File: src/common/fp_pkg.sv
package fp_pkg;

	////////////////////////////////////////////////////////////////////////////
	// sizes
	////////////////////////////////////////////////////////////////////////////

	localparam int N_ADC      = 6;   // lane a -> ch 0..2, lane b -> ch 3..5
	localparam int W_ADC      = 18;
	localparam int W_BUS      = 16;
	localparam int W_ADR      = 8;
	localparam int W_OPP      = 48;  // preprocessor value width
	localparam int N_OPP_W    = 3;   // bus words per preprocessor value
	localparam int FIFO_DEPTH = 16;
	localparam int FIFO_AW    = 4;

	////////////////////////////////////////////////////////////////////////////
	// endpoint addresses
	////////////////////////////////////////////////////////////////////////////

	// wire-ins
	localparam logic [W_ADR-1:0] ADR_ADC_OS    = 8'h01;
	localparam logic [W_ADR-1:0] ADR_OSF_CD    = 8'h02;
	localparam logic [W_ADR-1:0] ADR_OSF_LOVR  = 8'h03;
	localparam logic [W_ADR-1:0] ADR_OSF_UPD   = 8'h04;
	localparam logic [W_ADR-1:0] ADR_PID_P     = 8'h05;
	localparam logic [W_ADR-1:0] ADR_PID_I     = 8'h06;
	localparam logic [W_ADR-1:0] ADR_PID_D     = 8'h07;
	localparam logic [W_ADR-1:0] ADR_PID_UPD   = 8'h08;
	localparam logic [W_ADR-1:0] ADR_RTR_SRC   = 8'h09;
	localparam logic [W_ADR-1:0] ADR_RTR_DEST  = 8'h0A;
	localparam logic [W_ADR-1:0] ADR_OPP_INIT0 = 8'h0B; // 0x0b..0x0d
	localparam logic [W_ADR-1:0] ADR_OPP_MIN0  = 8'h0E; // 0x0e..0x10
	localparam logic [W_ADR-1:0] ADR_OPP_MAX0  = 8'h11; // 0x11..0x13
	localparam logic [W_ADR-1:0] ADR_OPP_UPD   = 8'h14;
	localparam logic [W_ADR-1:0] ADR_OSF_ACT   = 8'h15;
	localparam logic [W_ADR-1:0] ADR_PID_SETPT = 8'h16;

	// wire-outs
	localparam logic [W_ADR-1:0] ADR_ADC_OUT0  = 8'h20; // one per channel
	localparam logic [W_ADR-1:0] ADR_PIPE_STAT = 8'h3F;

	// trigger-ins
	localparam logic [W_ADR-1:0] ADR_TRIG_CSTART  = 8'h53;
	localparam logic [W_ADR-1:0] ADR_TRIG_PID_CLR = 8'h55;
	localparam logic [W_ADR-1:0] ADR_TRIG_DAC_REF = 8'h56;
	localparam logic [W_ADR-1:0] ADR_TRIG_UPDATE  = 8'h57;
	localparam logic [W_ADR-1:0] ADR_TRIG_RESET   = 8'h58;

	// pipe-out
	localparam logic [W_ADR-1:0] ADR_PIPE = 8'hA3;

	////////////////////////////////////////////////////////////////////////////
	// types
	////////////////////////////////////////////////////////////////////////////

	typedef struct packed {
		logic             cyc;
		logic             stb;
		logic             we;
		logic [W_ADR-1:0] adr;
		logic [W_BUS-1:0] dat;
	} wb_req_t;

	typedef struct packed {
		logic             ack;
		logic [W_BUS-1:0] dat;
	} wb_rsp_t;

	// dds path sees one value, the host writes it a word at a time
	typedef union packed {
		logic [W_OPP-1:0]              full;
		logic [N_OPP_W-1:0][W_BUS-1:0] word; // word[0] is the low word
	} opp_word_t;

	typedef struct packed {
		logic [2:0]        adc_os;
		logic [N_ADC-1:0]  osf_activate;
		logic [15:0]       osf_cycle_delay;
		logic [5:0]        osf_log_ovr;
		logic [N_ADC-1:0]  osf_update_en;
		logic [15:0]       pid_setpoint;
		logic signed [15:0] pid_p;
		logic signed [15:0] pid_i;
		logic signed [15:0] pid_d;
		logic [N_ADC-1:0]  pid_update_en;
		logic [3:0]        rtr_src_sel;
		logic [3:0]        rtr_dest_sel;
		opp_word_t         opp_init;
		opp_word_t         opp_min;
		opp_word_t         opp_max;
		logic [3:0]        opp_update_en;
	} fp_params_t;

	typedef struct packed {
		logic             adc_cstart;
		logic [N_ADC-1:0] pid_clear;
		logic             dac_ref_set;
		logic             module_update;
		logic             sys_reset;
	} fp_trig_t;

	typedef enum logic [2:0] {
		REG_WIRE_IN,
		REG_WIRE_OUT,
		REG_TRIGGER,
		REG_PIPE,
		REG_NONE
	} bus_region_t;

endpackage

File: src/frontpanel/fp_adc_capture.sv
`timescale 1ns/1ps

module fp_adc_capture (
	input  logic                       clk50_in,
	input  logic                       arst_n,
	input  logic [fp_pkg::N_ADC-1:0]   adc_data_valid,
	input  logic [fp_pkg::W_ADC-1:0]   adc_data_a,
	input  logic [fp_pkg::W_ADC-1:0]   adc_data_b,
	input  logic [fp_pkg::W_ADR-1:0]   adr,
	output logic [fp_pkg::W_BUS-1:0]   rdat,
	output logic [fp_pkg::W_BUS-1:0]   ch0_sample,
	output logic                       ch0_valid
);

	localparam int N_LANE_CH = fp_pkg::N_ADC / 2; // channels per lane

	logic [fp_pkg::W_ADC-1:0] ch_q [fp_pkg::N_ADC];

	////////////////////////////////////////////////////////////////////////////
	// channel registers
	////////////////////////////////////////////////////////////////////////////

	always_ff @(posedge clk50_in or negedge arst_n) begin
		if (!arst_n) begin
			for (int i = 0; i < fp_pkg::N_ADC; i++)
				ch_q[i] <= '0;
			ch0_valid <= 1'b0;
		end else begin
			for (int i = 0; i < N_LANE_CH; i++) begin
				if (adc_data_valid[i])
					ch_q[i] <= adc_data_a;
				if (adc_data_valid[i + N_LANE_CH]) // lane b, no lockout against lane a
					ch_q[i + N_LANE_CH] <= adc_data_b;
			end
			ch0_valid <= adc_data_valid[0]; // fifo push follows the load
		end
	end

	assign ch0_sample = ch_q[0][fp_pkg::W_ADC-1 -: fp_pkg::W_BUS];

	// wire-out readback, top 16 bits of the sample
	always_comb begin
		rdat = '0;
		for (int i = 0; i < fp_pkg::N_ADC; i++) begin
			if (adr == fp_pkg::ADR_ADC_OUT0 + 8'(i))
				rdat = ch_q[i][fp_pkg::W_ADC-1 -: fp_pkg::W_BUS];
		end
	end

endmodule

File: src/frontpanel/fp_bus_decode.sv
`timescale 1ns/1ps

module fp_bus_decode (
	input  logic                      clk50_in,
	input  logic                      arst_n,
	input  fp_pkg::wb_req_t           req,
	output fp_pkg::wb_rsp_t           rsp,
	output logic                      wr_en,
	output logic                      rd_en,
	output fp_pkg::bus_region_t       region,
	output logic [fp_pkg::W_ADR-1:0]  adr,
	output logic [fp_pkg::W_BUS-1:0]  wdat,
	input  logic [fp_pkg::W_BUS-1:0]  rdat_param,
	input  logic [fp_pkg::W_BUS-1:0]  rdat_adc,
	input  logic [fp_pkg::W_BUS-1:0]  rdat_pipe
);

	logic                     ack_q;
	logic                     req_act;
	logic [fp_pkg::W_BUS-1:0] rd_word;

	assign req_act = req.cyc & req.stb;
	assign adr     = req.adr;
	assign wdat    = req.dat;

	// ack one cycle after the request, then one dead cycle
	always_ff @(posedge clk50_in or negedge arst_n) begin
		if (!arst_n) begin
			ack_q <= 1'b0;
		end else begin
			ack_q <= req_act & ~ack_q;
		end
	end

	assign wr_en = ack_q & req_act & req.we;
	assign rd_en = ack_q & req_act & ~req.we;

	////////////////////////////////////////////////////////////////////////////
	// address map
	////////////////////////////////////////////////////////////////////////////

	always_comb begin
		if (req.adr < 8'h20)
			region = fp_pkg::REG_WIRE_IN;
		else if (req.adr < 8'h40)
			region = fp_pkg::REG_WIRE_OUT;
		else if (req.adr < 8'h80)
			region = fp_pkg::REG_TRIGGER;
		else if (req.adr == fp_pkg::ADR_PIPE)
			region = fp_pkg::REG_PIPE;
		else
			region = fp_pkg::REG_NONE;
	end

	// read mux, triggers are write-only
	always_comb begin
		case (region)
			fp_pkg::REG_WIRE_IN:  rd_word = rdat_param;
			fp_pkg::REG_WIRE_OUT: rd_word = (req.adr == fp_pkg::ADR_PIPE_STAT) ? rdat_pipe : rdat_adc;
			fp_pkg::REG_PIPE:     rd_word = rdat_pipe;
			default:              rd_word = '0;
		endcase
	end

	always_comb begin
		rsp.ack = ack_q;
		rsp.dat = rd_word;
	end

	// one access per two cycles
	a_ack_gap: assert property (@(posedge clk50_in) disable iff (!arst_n)
		rsp.ack |=> !rsp.ack);

endmodule

File: src/frontpanel/fp_param_regs.sv
`timescale 1ns/1ps

module fp_param_regs (
	input  logic                      clk50_in,
	input  logic                      arst_n,
	input  logic                      wr_en,
	input  logic [fp_pkg::W_ADR-1:0]  adr,
	input  logic [fp_pkg::W_BUS-1:0]  wdat,
	output fp_pkg::fp_params_t        params,
	output logic [fp_pkg::W_BUS-1:0]  rdat
);

	////////////////////////////////////////////////////////////////////////////
	// wire-in registers
	////////////////////////////////////////////////////////////////////////////

	always_ff @(posedge clk50_in or negedge arst_n) begin
		if (!arst_n) begin
			params             <= '0;
			params.osf_log_ovr <= 6'd1; // ratio of 2 out of reset
		end else if (wr_en) begin
			case (adr)
				fp_pkg::ADR_ADC_OS:    params.adc_os          <= wdat[2:0];
				fp_pkg::ADR_OSF_CD:    params.osf_cycle_delay <= wdat;
				fp_pkg::ADR_OSF_LOVR:  params.osf_log_ovr     <= wdat[5:0];
				fp_pkg::ADR_OSF_UPD:   params.osf_update_en   <= wdat[fp_pkg::N_ADC-1:0];
				fp_pkg::ADR_PID_P:     params.pid_p           <= wdat;
				fp_pkg::ADR_PID_I:     params.pid_i           <= wdat;
				fp_pkg::ADR_PID_D:     params.pid_d           <= wdat;
				fp_pkg::ADR_PID_UPD:   params.pid_update_en   <= wdat[fp_pkg::N_ADC-1:0];
				fp_pkg::ADR_RTR_SRC:   params.rtr_src_sel     <= wdat[3:0];
				fp_pkg::ADR_RTR_DEST:  params.rtr_dest_sel    <= wdat[3:0];
				fp_pkg::ADR_OPP_INIT0:         params.opp_init.word[0] <= wdat;
				fp_pkg::ADR_OPP_INIT0 + 8'd1:  params.opp_init.word[1] <= wdat;
				fp_pkg::ADR_OPP_INIT0 + 8'd2:  params.opp_init.word[2] <= wdat;
				fp_pkg::ADR_OPP_MIN0:          params.opp_min.word[0]  <= wdat;
				fp_pkg::ADR_OPP_MIN0 + 8'd1:   params.opp_min.word[1]  <= wdat;
				fp_pkg::ADR_OPP_MIN0 + 8'd2:   params.opp_min.word[2]  <= wdat;
				fp_pkg::ADR_OPP_MAX0:          params.opp_max.word[0]  <= wdat;
				fp_pkg::ADR_OPP_MAX0 + 8'd1:   params.opp_max.word[1]  <= wdat;
				fp_pkg::ADR_OPP_MAX0 + 8'd2:   params.opp_max.word[2]  <= wdat;
				fp_pkg::ADR_OPP_UPD:   params.opp_update_en   <= wdat[3:0];
				fp_pkg::ADR_OSF_ACT:   params.osf_activate    <= wdat[fp_pkg::N_ADC-1:0];
				fp_pkg::ADR_PID_SETPT: params.pid_setpoint    <= wdat;
				default: ; // unmapped, dropped
			endcase
		end
	end

	////////////////////////////////////////////////////////////////////////////
	// readback
	////////////////////////////////////////////////////////////////////////////

	always_comb begin
		rdat = '0;
		case (adr)
			fp_pkg::ADR_ADC_OS:    rdat[2:0]  = params.adc_os;
			fp_pkg::ADR_OSF_CD:    rdat       = params.osf_cycle_delay;
			fp_pkg::ADR_OSF_LOVR:  rdat[5:0]  = params.osf_log_ovr;
			fp_pkg::ADR_OSF_UPD:   rdat[fp_pkg::N_ADC-1:0] = params.osf_update_en;
			fp_pkg::ADR_PID_P:     rdat       = params.pid_p;
			fp_pkg::ADR_PID_I:     rdat       = params.pid_i;
			fp_pkg::ADR_PID_D:     rdat       = params.pid_d;
			fp_pkg::ADR_PID_UPD:   rdat[fp_pkg::N_ADC-1:0] = params.pid_update_en;
			fp_pkg::ADR_RTR_SRC:   rdat[3:0]  = params.rtr_src_sel;
			fp_pkg::ADR_RTR_DEST:  rdat[3:0]  = params.rtr_dest_sel;
			fp_pkg::ADR_OPP_INIT0:         rdat = params.opp_init.word[0];
			fp_pkg::ADR_OPP_INIT0 + 8'd1:  rdat = params.opp_init.word[1];
			fp_pkg::ADR_OPP_INIT0 + 8'd2:  rdat = params.opp_init.word[2];
			fp_pkg::ADR_OPP_MIN0:          rdat = params.opp_min.word[0];
			fp_pkg::ADR_OPP_MIN0 + 8'd1:   rdat = params.opp_min.word[1];
			fp_pkg::ADR_OPP_MIN0 + 8'd2:   rdat = params.opp_min.word[2];
			fp_pkg::ADR_OPP_MAX0:          rdat = params.opp_max.word[0];
			fp_pkg::ADR_OPP_MAX0 + 8'd1:   rdat = params.opp_max.word[1];
			fp_pkg::ADR_OPP_MAX0 + 8'd2:   rdat = params.opp_max.word[2];
			fp_pkg::ADR_OPP_UPD:   rdat[3:0]  = params.opp_update_en;
			fp_pkg::ADR_OSF_ACT:   rdat[fp_pkg::N_ADC-1:0] = params.osf_activate;
			fp_pkg::ADR_PID_SETPT: rdat       = params.pid_setpoint;
			default:               rdat       = '0;
		endcase
	end

endmodule

File: src/frontpanel/fp_pipe_fifo.sv
`timescale 1ns/1ps

module fp_pipe_fifo (
	input  logic                      clk50_in,
	input  logic                      arst_n,
	input  logic                      flush,
	input  logic                      push,
	input  logic [fp_pkg::W_BUS-1:0]  din,
	input  logic                      pop,
	output logic [fp_pkg::W_BUS-1:0]  dout,
	output logic [fp_pkg::W_BUS-1:0]  status
);

	logic [fp_pkg::W_BUS-1:0]   mem [fp_pkg::FIFO_DEPTH];
	logic [fp_pkg::FIFO_AW-1:0] wr_ptr;
	logic [fp_pkg::FIFO_AW-1:0] rd_ptr;
	logic [fp_pkg::FIFO_AW:0]   count;  // one bit wider than the pointers
	logic                       ovf_q;
	logic                       empty;
	logic                       full;
	logic                       do_push;
	logic                       do_pop;

	assign empty   = (count == '0);
	assign full    = (count == fp_pkg::FIFO_DEPTH[fp_pkg::FIFO_AW:0]);
	assign do_pop  = pop & ~empty;            // empty reads pop nothing
	assign do_push = push & (~full | do_pop); // a pop frees the slot

	////////////////////////////////////////////////////////////////////////////
	// pointers, count and overflow
	////////////////////////////////////////////////////////////////////////////

	always_ff @(posedge clk50_in or negedge arst_n) begin
		if (!arst_n) begin
			wr_ptr <= '0;
			rd_ptr <= '0;
			count  <= '0;
			ovf_q  <= 1'b0;
		end else if (flush) begin
			wr_ptr <= '0;
			rd_ptr <= '0;
			count  <= '0;
			ovf_q  <= 1'b0;
		end else begin
			if (do_push)
				wr_ptr <= wr_ptr + 1'b1;
			if (do_pop)
				rd_ptr <= rd_ptr + 1'b1;
			if (do_push && !do_pop)
				count <= count + 1'b1;
			else if (do_pop && !do_push)
				count <= count - 1'b1;
			if (push && !do_push)
				ovf_q <= 1'b1; // sticky until flush
		end
	end

	// storage
	always_ff @(posedge clk50_in) begin
		if (do_push && !flush)
			mem[wr_ptr] <= din;
	end

	assign dout   = empty ? '0 : mem[rd_ptr];
	assign status = {ovf_q, {(fp_pkg::W_BUS - fp_pkg::FIFO_AW - 2){1'b0}}, count};

	a_count_max: assert property (@(posedge clk50_in) disable iff (!arst_n)
		count <= fp_pkg::FIFO_DEPTH);

endmodule

File: src/frontpanel/fp_trigger_bank.sv
`timescale 1ns/1ps

module fp_trigger_bank (
	input  logic                      clk50_in,
	input  logic                      arst_n,
	input  logic                      wr_en,
	input  logic [fp_pkg::W_ADR-1:0]  adr,
	input  logic [fp_pkg::W_BUS-1:0]  wdat,
	output fp_pkg::fp_trig_t          trig
);

	// every pulse drops again one cycle after it was set
	always_ff @(posedge clk50_in or negedge arst_n) begin
		if (!arst_n) begin
			trig <= '0;
		end else begin
			trig <= '0;
			if (wr_en) begin
				case (adr)
					fp_pkg::ADR_TRIG_CSTART:
						trig.adc_cstart <= wdat[0];
					fp_pkg::ADR_TRIG_PID_CLR:
						trig.pid_clear <= wdat[fp_pkg::N_ADC-1:0]; // one bit per pid channel
					fp_pkg::ADR_TRIG_DAC_REF:
						trig.dac_ref_set <= wdat[0];
					fp_pkg::ADR_TRIG_UPDATE:
						trig.module_update <= wdat[0];
					fp_pkg::ADR_TRIG_RESET:
						trig.sys_reset <= wdat[0];
					default: ;
				endcase
			end
		end
	end

	////////////////////////////////////////////////////////////////////////////
	// checks
	////////////////////////////////////////////////////////////////////////////

	// bus spacing keeps the global update to a single-cycle strobe
	a_update_pulse: assert property (@(posedge clk50_in) disable iff (!arst_n)
		trig.module_update |=> !trig.module_update);

endmodule

File: src/frontpanel_interface.sv
`timescale 1ns/1ps

module frontpanel_interface (
	input  logic                      clk50_in,
	input  logic                      arst_n,
	input  fp_pkg::wb_req_t           wb_req,
	output fp_pkg::wb_rsp_t           wb_rsp,
	input  logic [fp_pkg::N_ADC-1:0]  adc_data_valid,
	input  logic [fp_pkg::W_ADC-1:0]  adc_data_a,
	input  logic [fp_pkg::W_ADC-1:0]  adc_data_b,
	output fp_pkg::fp_params_t        params,
	output fp_pkg::fp_trig_t          trig
);

	logic                     wr_en;
	logic                     rd_en;
	fp_pkg::bus_region_t      region;
	logic [fp_pkg::W_ADR-1:0] adr;
	logic [fp_pkg::W_BUS-1:0] wdat;
	logic [fp_pkg::W_BUS-1:0] rdat_param;
	logic [fp_pkg::W_BUS-1:0] rdat_adc;
	logic [fp_pkg::W_BUS-1:0] rdat_pipe;
	logic [fp_pkg::W_BUS-1:0] ch0_sample;
	logic                     ch0_valid;
	logic [fp_pkg::W_BUS-1:0] fifo_dout;
	logic [fp_pkg::W_BUS-1:0] fifo_status;
	logic                     param_wr;
	logic                     trig_wr;
	logic                     pipe_pop;

	////////////////////////////////////////////////////////////////////////////
	// strobes qualified by region
	////////////////////////////////////////////////////////////////////////////

	assign param_wr  = wr_en & (region == fp_pkg::REG_WIRE_IN);
	assign trig_wr   = wr_en & (region == fp_pkg::REG_TRIGGER);
	assign pipe_pop  = rd_en & (region == fp_pkg::REG_PIPE);
	assign rdat_pipe = (region == fp_pkg::REG_PIPE) ? fifo_dout : fifo_status; // data or status

	fp_bus_decode u_decode (
		.clk50_in, .arst_n,
		.req        (wb_req),
		.rsp        (wb_rsp),
		.wr_en, .rd_en, .region, .adr, .wdat,
		.rdat_param, .rdat_adc, .rdat_pipe
	);

	fp_param_regs u_params (
		.clk50_in, .arst_n,
		.wr_en (param_wr),
		.adr, .wdat, .params,
		.rdat  (rdat_param)
	);

	fp_trigger_bank u_trig (
		.clk50_in, .arst_n,
		.wr_en (trig_wr),
		.adr, .wdat, .trig
	);

	fp_adc_capture u_adc (
		.clk50_in, .arst_n,
		.adc_data_valid, .adc_data_a, .adc_data_b, .adr,
		.rdat  (rdat_adc),
		.ch0_sample, .ch0_valid
	);

	fp_pipe_fifo u_pipe (
		.clk50_in, .arst_n,
		.flush  (trig.sys_reset),
		.push   (ch0_valid),
		.din    (ch0_sample),
		.pop    (pipe_pop),
		.dout   (fifo_dout),
		.status (fifo_status)
	);

endmodule

File: config.mk
export PLATFORM = sky130hd
export DESIGN_NAME = frontpanel_interface
export DESIGN_NICKNAME = d
export VERILOG_FILES = /design/src/common/fp_pkg.sv /design/src/frontpanel/fp_adc_capture.sv /design/src/frontpanel/fp_bus_decode.sv /design/src/frontpanel/fp_param_regs.sv /design/src/frontpanel/fp_pipe_fifo.sv /design/src/frontpanel/fp_trigger_bank.sv /design/src/frontpanel_interface.sv
export SDC_FILE = /design/constraint.sdc
export NUM_CORES = 1
export LEC_CHECK = 0
export ABC_AREA = 0
export ABC_CLOCK_PERIOD_IN_PS = 5850
export BUFFER_PORTS_ARGS = -buffer_cell sky130_fd_sc_hd__buf_2
export CAP_MARGIN = 20
export CORE_ASPECT_RATIO = 0.5
export CORE_MARGIN = 2
export CORE_UTILIZATION = 50
export DETAILED_ROUTE_END_ITERATION = 8
export PLACE_DENSITY = 0.82
export SLEW_MARGIN = 30
export SYNTH_ARGS = -nofsm -noshare
export SYNTH_HDL_FRONTEND = slang
export SYNTH_SLANG_ARGS = --single-unit
File: constraint.sdc
create_clock -name clk50_in -period 5.85 [get_ports clk50_in]
set_input_delay 0.2925 -clock clk50_in [delete_from_list [all_inputs] [get_ports clk50_in]]
set_output_delay 0.2925 -clock clk50_in [all_outputs]
set_load 0.02 [all_outputs]
Word-level counts from Yosys, hierarchy flattened
Memories as Yosys holds them, arrays and structs flattened.
Cells that the tools add are included.
{"block": "totals", "mem_bits_rw": 256, "out_inout_bits": 290, "wordCells": 171, "n_memories": 1, "register_bits": 397, "in_bits": 71}
{"name": "u_pipe.mem", "words": 16, "word_bits": 16, "rd": 1, "rd_clocked_by_memory_dff": 0, "write_ports": 1, "line": "fp_pipe_fifo.sv:14", "rtl": "logic [fp_pkg::W_BUS-1:0] mem [fp_pkg::FIFO_DEPTH];"}
{"block": "op_classes", "n_reduce_logical": 35, "n_bitwise": 15, "add_sub_neg": 4, "n_lt_le_gt_ge": 3, "eq_ne": 39, "mux": 35}
{"operator": "2-to-1 mux 16 bit", "n": 9}
{"operator": "one-hot mux 10 bit (14 select lines)", "n": 1}
{"operator": "one-hot mux 3 bit (22 select lines)", "n": 1}
{"operator": "== test 8 x 4 -> 1 bit, second input constant", "n": 8}
{"operator": "== test 8 x 5 -> 1 bit, second input constant", "n": 7}
{"operator": "== test 8 x 6 -> 1 bit, second input constant", "n": 7}
{"operator": "one-hot mux 16 bit (3 select lines)", "n": 1}
{"operator": "AND reduction 2 bit", "n": 22}
{"operator": "== test 8 x 7 -> 1 bit, second input constant", "n": 5}
{"operator": "one-hot mux 2 bit (18 select lines)", "n": 1}
{"operator": "== test 8 x 3 -> 1 bit, second input constant", "n": 4}
{"operator": "one-hot mux 1 bit (21 select lines)", "n": 1}
{"operator": "== test 8 x 2 -> 1 bit, second input constant", "n": 2}
{"operator": "2-to-1 mux 4 bit", "n": 4}
{"operator": "2-to-1 mux 5 bit", "n": 3}
{"operator": "2-to-1 mux 3 bit", "n": 4}
{"operator": "bitwise AND 1 bit", "n": 10}
{"operator": "2-to-1 mux 10 bit", "n": 1}
{"operator": "adder 4 x 1 -> 4 bit, second input constant", "n": 2}
{"operator": "== test 8 x 1 -> 1 bit, second input constant", "n": 1}
{"operator": "== test 8 bit, second input constant", "n": 1}
{"operator": "< comparator 8 x 6 -> 1 bit, second input constant", "n": 1}
{"operator": "< comparator 8 x 7 -> 1 bit, second input constant", "n": 1}
{"operator": "< comparator 8 bit, second input constant", "n": 1}
{"operator": "15 further kinds", "n": 33}

Depth between registers and ports, before layout
{"block": "depth", "depth_word": 15, "ltp_mapped": 10, "mapped_depth_nobuf": 9}

Hierarchy
A second synthesis with hierarchy kept.
{"block": "unflattened", "hier_cells": 1922, "area_unflattened_um2": 29111.7}
{"mod": "fp_param_regs", "seq_area_each_um2": 6582.6, "area_each_um2": 12399.4, "cells_per_inst": 955, "n_inst": 1}
{"mod": "fp_pipe_fifo", "seq_area_each_um2": 8037.7, "area_each_um2": 10771.6, "cells_per_inst": 517, "n_inst": 1}
{"mod": "fp_adc_capture", "seq_area_each_um2": 2427.3, "area_each_um2": 4569.4, "cells_per_inst": 313, "n_inst": 1}
{"mod": "fp_bus_decode", "seq_area_each_um2": 25.0, "area_each_um2": 634.4, "cells_per_inst": 80, "n_inst": 1}
{"mod": "fp_trigger_bank", "seq_area_each_um2": 250.2, "area_each_um2": 462.9, "cells_per_inst": 35, "n_inst": 1}
{"mod": "frontpanel_interface", "seq_area_each_um2": 0.0, "area_each_um2": 274.0, "cells_per_inst": 22, "n_inst": 1}

Worst setup path before layout
Ideal clock, no wire load.
{"block": "synth_timing", "path_kind": "register to register", "from": "reg u_pipe.count[1] (netlist name)", "to": "reg u_pipe.count[4] (netlist name)", "path_stages_with_launch": 10, "required_ps": 5754, "setup_ps": 96, "n_path_buf": 0, "path_slack_ps": 3097, "t_arrival_ps": 2657, "cell_sequence": "dfrtp_1 or4_4 o2111ai_4 o211ai_2 fa_1 a21o_1 a21oi_1 nand2_1 o21a_1 o31ai_1"}
{"block": "synth_via", "elab_chain_cells": 8, "elab_cells_between_ends": 17, "cone_classes": "2 x add/sub; 1 x eq/ne; 3 x mux; 5 x bitwise; 6 x reduce/logical"}
{"item": "start: declaration", "line": "fp_pipe_fifo.sv:17", "rtl": "logic [fp_pkg::FIFO_AW:0] count;"}
{"item": "start signal: assignment", "line": "fp_pipe_fifo.sv:50", "rtl": "count <= count + 1'b1;"}
{"item": "start signal: assignment", "line": "fp_pipe_fifo.sv:52", "rtl": "count <= count - 1'b1;"}
{"item": "branches (longest 8 deep; another with subtractor 5 x 1 -> 5 bit)"}
Several ways; the timed one is not identified. The select of a mux whose other input is x is not followed.
A chain may end at the register's enable or synchronous reset.

==> reports/qor.txt <==
Outcome = finished clean
Cell taking the most area after synthesis = dfrtp_1
Share of cells above drive strength 1 = 45.2%
DR WL/cell = 30.5 um
Register area share after synthesis = 62.0%
Int Pwr = 7.55 mW
WP data arrival = 3.90 ns
CTS sink cnt = 641
Sw frac = 25.5%
RSZ-0062 raised after global routing = false
Fin worst setup slack = 1.66 ns
Post-synth net total = 1900
Non-Filler Instances = 2977
Worst slew margin relative to its limit = 31.7%
Flops & latches, synth = 641
Clock power frac = 39.5%
Grt ovf = 0
Vias in the first global route = 19024
Top Ports = 361
Clock transition at path regs = 0.07 ns
Setup TNS = 0 ns
Global Route met2 Usage = 48.5%
Post-route DRC violation count = 0
Initial Util = 50.5%
Count leader, synth = dfrtp_1
Synth area leaders = dfrtp_1 (34%), edfxtp_1 (27%), mux2_2 (15%)
# nets final = 2250
Die Ht = 171 um
Synth Flop Type = dfrtp_1
Worst slew pin tran = 1.02 ns
Die X = 338 um
Clk buf depth = 3
WL final = 90800 um
Area Growth Syn to Fin = 17.2%
Worst vdd ir = 237 uV
Port bufs = 356
Max Cap Viol = 0
Yosys warns = 0
Setup crit start kind = flop
Clk_skew = 0.0201 ns
Placer Congestion = 0.979
CTS tree = yes
Routed vias/inst = 6.56
Pre-antenna DRT Iters = 5
Syn_area_per_cell = 15.4 um2
Iteration-0 DRC count of the detailed router = 2840
Async set or reset register ratio after synthesis = 60.1%
Pin count of the biggest net entering global routing = 162
Req. time, crit path = 5.56 ns
Final setup violation count = 0
Yosys cell types = 78
Critical path capture point type = output pin
H-tree depth = 2
Pleak = 14.2 nW
Pwr dens = 309 mW/mm2
Antenna Nets Post-Route = 0
Met1 GRT Util = 38.9%
Final HPWL DP = 59700 um
CP Max Fanout = 44
First-pass GRT wire length = 130000 um
Synth top cells by count = dfrtp_1 (384), mux2_2 (365), edfxtp_1 (256)
Hold Path Class = primary input to flop
Top cell type's share of synthesized area = 34.4%
Max-slew violations = 0
Crit Path Category = flop to output pin
Max Clk Rate = 239 MHz
GR peak layer = met2
Total global-route track usage = 30.4%
Tightest hold margin = 0.0424 ns
Core Util, Final = 59.2%
Switch Pwr = 2.58 mW
Clk Latency, worst-skew pair = 0.62 ns
Fillers = 4116
Initial antenna violation count = 5
Clk root buf = clkbuf_16
EDFF count, synth = 256
Core Area = 0.0554 mm2
CTS buffer count = 56
Flop pwr share = 51.5%
Crit share post-route = 71.6%
Cells after Synth = 1819
Die area = 0.0579 mm2
Final Hold Fails = 0
Fin crit period = 4.19 ns
M3 GR Usage = 7.35%
Row count = 61
Area of the mapped netlist = 0.0280 mm2
Dpl ws = 1.97 ns
Gate power share = 9.0%
Post-placement cell count = 2834
Detailed-route via count = 19537
[metrics by stage]
step                power, mW  cell area, um2
floorplan                5.73           28000
global placement         6.07           30400
detailed placement       6.14           30500
CTS                      10.1           32700
global route             10.4           32800
finish                   10.1           32800
[timing repair]
| item | in CTS | in global routing |
|---|---|---|
| hold buffers | 32 | 1 |
| resized for setup | 0 | 0 |
| buffers inserted | 0 | 0 |
| hold endpoints to repair | 179 | 2 |
[sequential cells by signal (all words and copies together), names as in the netlist]
register / count
u_pipe.ovf_q: 1
u_adc.ch0_sample: 16
u_trig.trig: 10
u_pipe.wr_ptr: 4
u_adc.ch_q: 80
u_pipe.mem: 256
u_adc.ch0_valid: 1
u_params.params: 263
u_pipe.count: 5
u_pipe.rd_ptr: 4
u_decode.ack_q: 1
[power groups by stage]
stage	Combinational, mW	Clock, mW	Sequential (mW)
2_1_floorplan	0.530	0	5.20
3_3_place_gp	0.814	0	5.26
3_5_place_dp	0.851	0	5.29
4_1_cts	0.888	3.99	5.21
5_1_grt	0.975	4.17	5.24
6_report	0.916	4.00	5.22
[path summary, 6_finish.rpt]
| kind | start | to | slack [ns] | cells past startpoint |
|---|---|---|---|---|
| setup / recovery | u_pipe.rd_ptr[1] | wb_rsp[5] | 1.66 | 8 |
| hold / removal | adc_data_b[11] | u_adc.ch_q[47] | 0.04 | 2 |
| setup reg to reg | u_decode.ack_q | u_pipe.mem[11][3] | 2.47 | 6 |
| hold reg to reg | u_decode.ack_q | u_decode.ack_q | 0.47 | 1 |
| max in group asynchronous | arst_n | u_adc.ch_q[62] | 4.12 | 3 |
| min in group asynchronous | arst_n | u_params.params[37] | 0.28 | 2 |
[critical path, stage by stage (launching register included)]
cell	delay [ns]
dfrtp_2	0.75
buf_4	0.64
mux4_2	0.40
mux2_2	0.28
nand2_1	0.09
o21ai_0	0.27
a22oi_1	0.29
nand3_1	0.28
buf_2	0.26
[per-layer routing]
metal	vias up	part of all wire, %
met1	9995	36
met4	2	6.6
met2	1490	47
met5	-	0.0077
li1	7675	-
met3	375	11
[layout by cell type (no fill, tap or decap), drive strengths merged, types with 26 or more instances in the layout]
cell         count
dlygate4sd3     33
clkbuf          66
nor2            77
dfrtp          384
o21ai           43
nand3           28
buf            392
mux4            92
o22ai           26
edfxtp         256
a22oi           49
mux2           382
mux2i           29
nand2           86
a21oi           38
[cell families after synthesis]
family / synth area share (%)
flops: 62.0
mux: 23.9
simple gates: 5.20
compound gates: 5.92
buf+inv: 2.32
fa+ha+maj: 0.474
xor+xnor: 0.188
[final cells by class]
cell class,instances,area (um2),share of cell area (%)
Clock buffer,66,1490,4.54
Clock inverter,39,457,1.39
Timing Repair Buffer,425,2430,7.41
Inverter,8,30.0,0.0916
Antenna cell,5,12.5,0.0382
Tap cell,756,946,2.89
Sequential cell,641,17300,52.9
Multi-Input combinational cell,1037,10100,30.8
No activity file was read; power rests on OpenSTA's default activity.
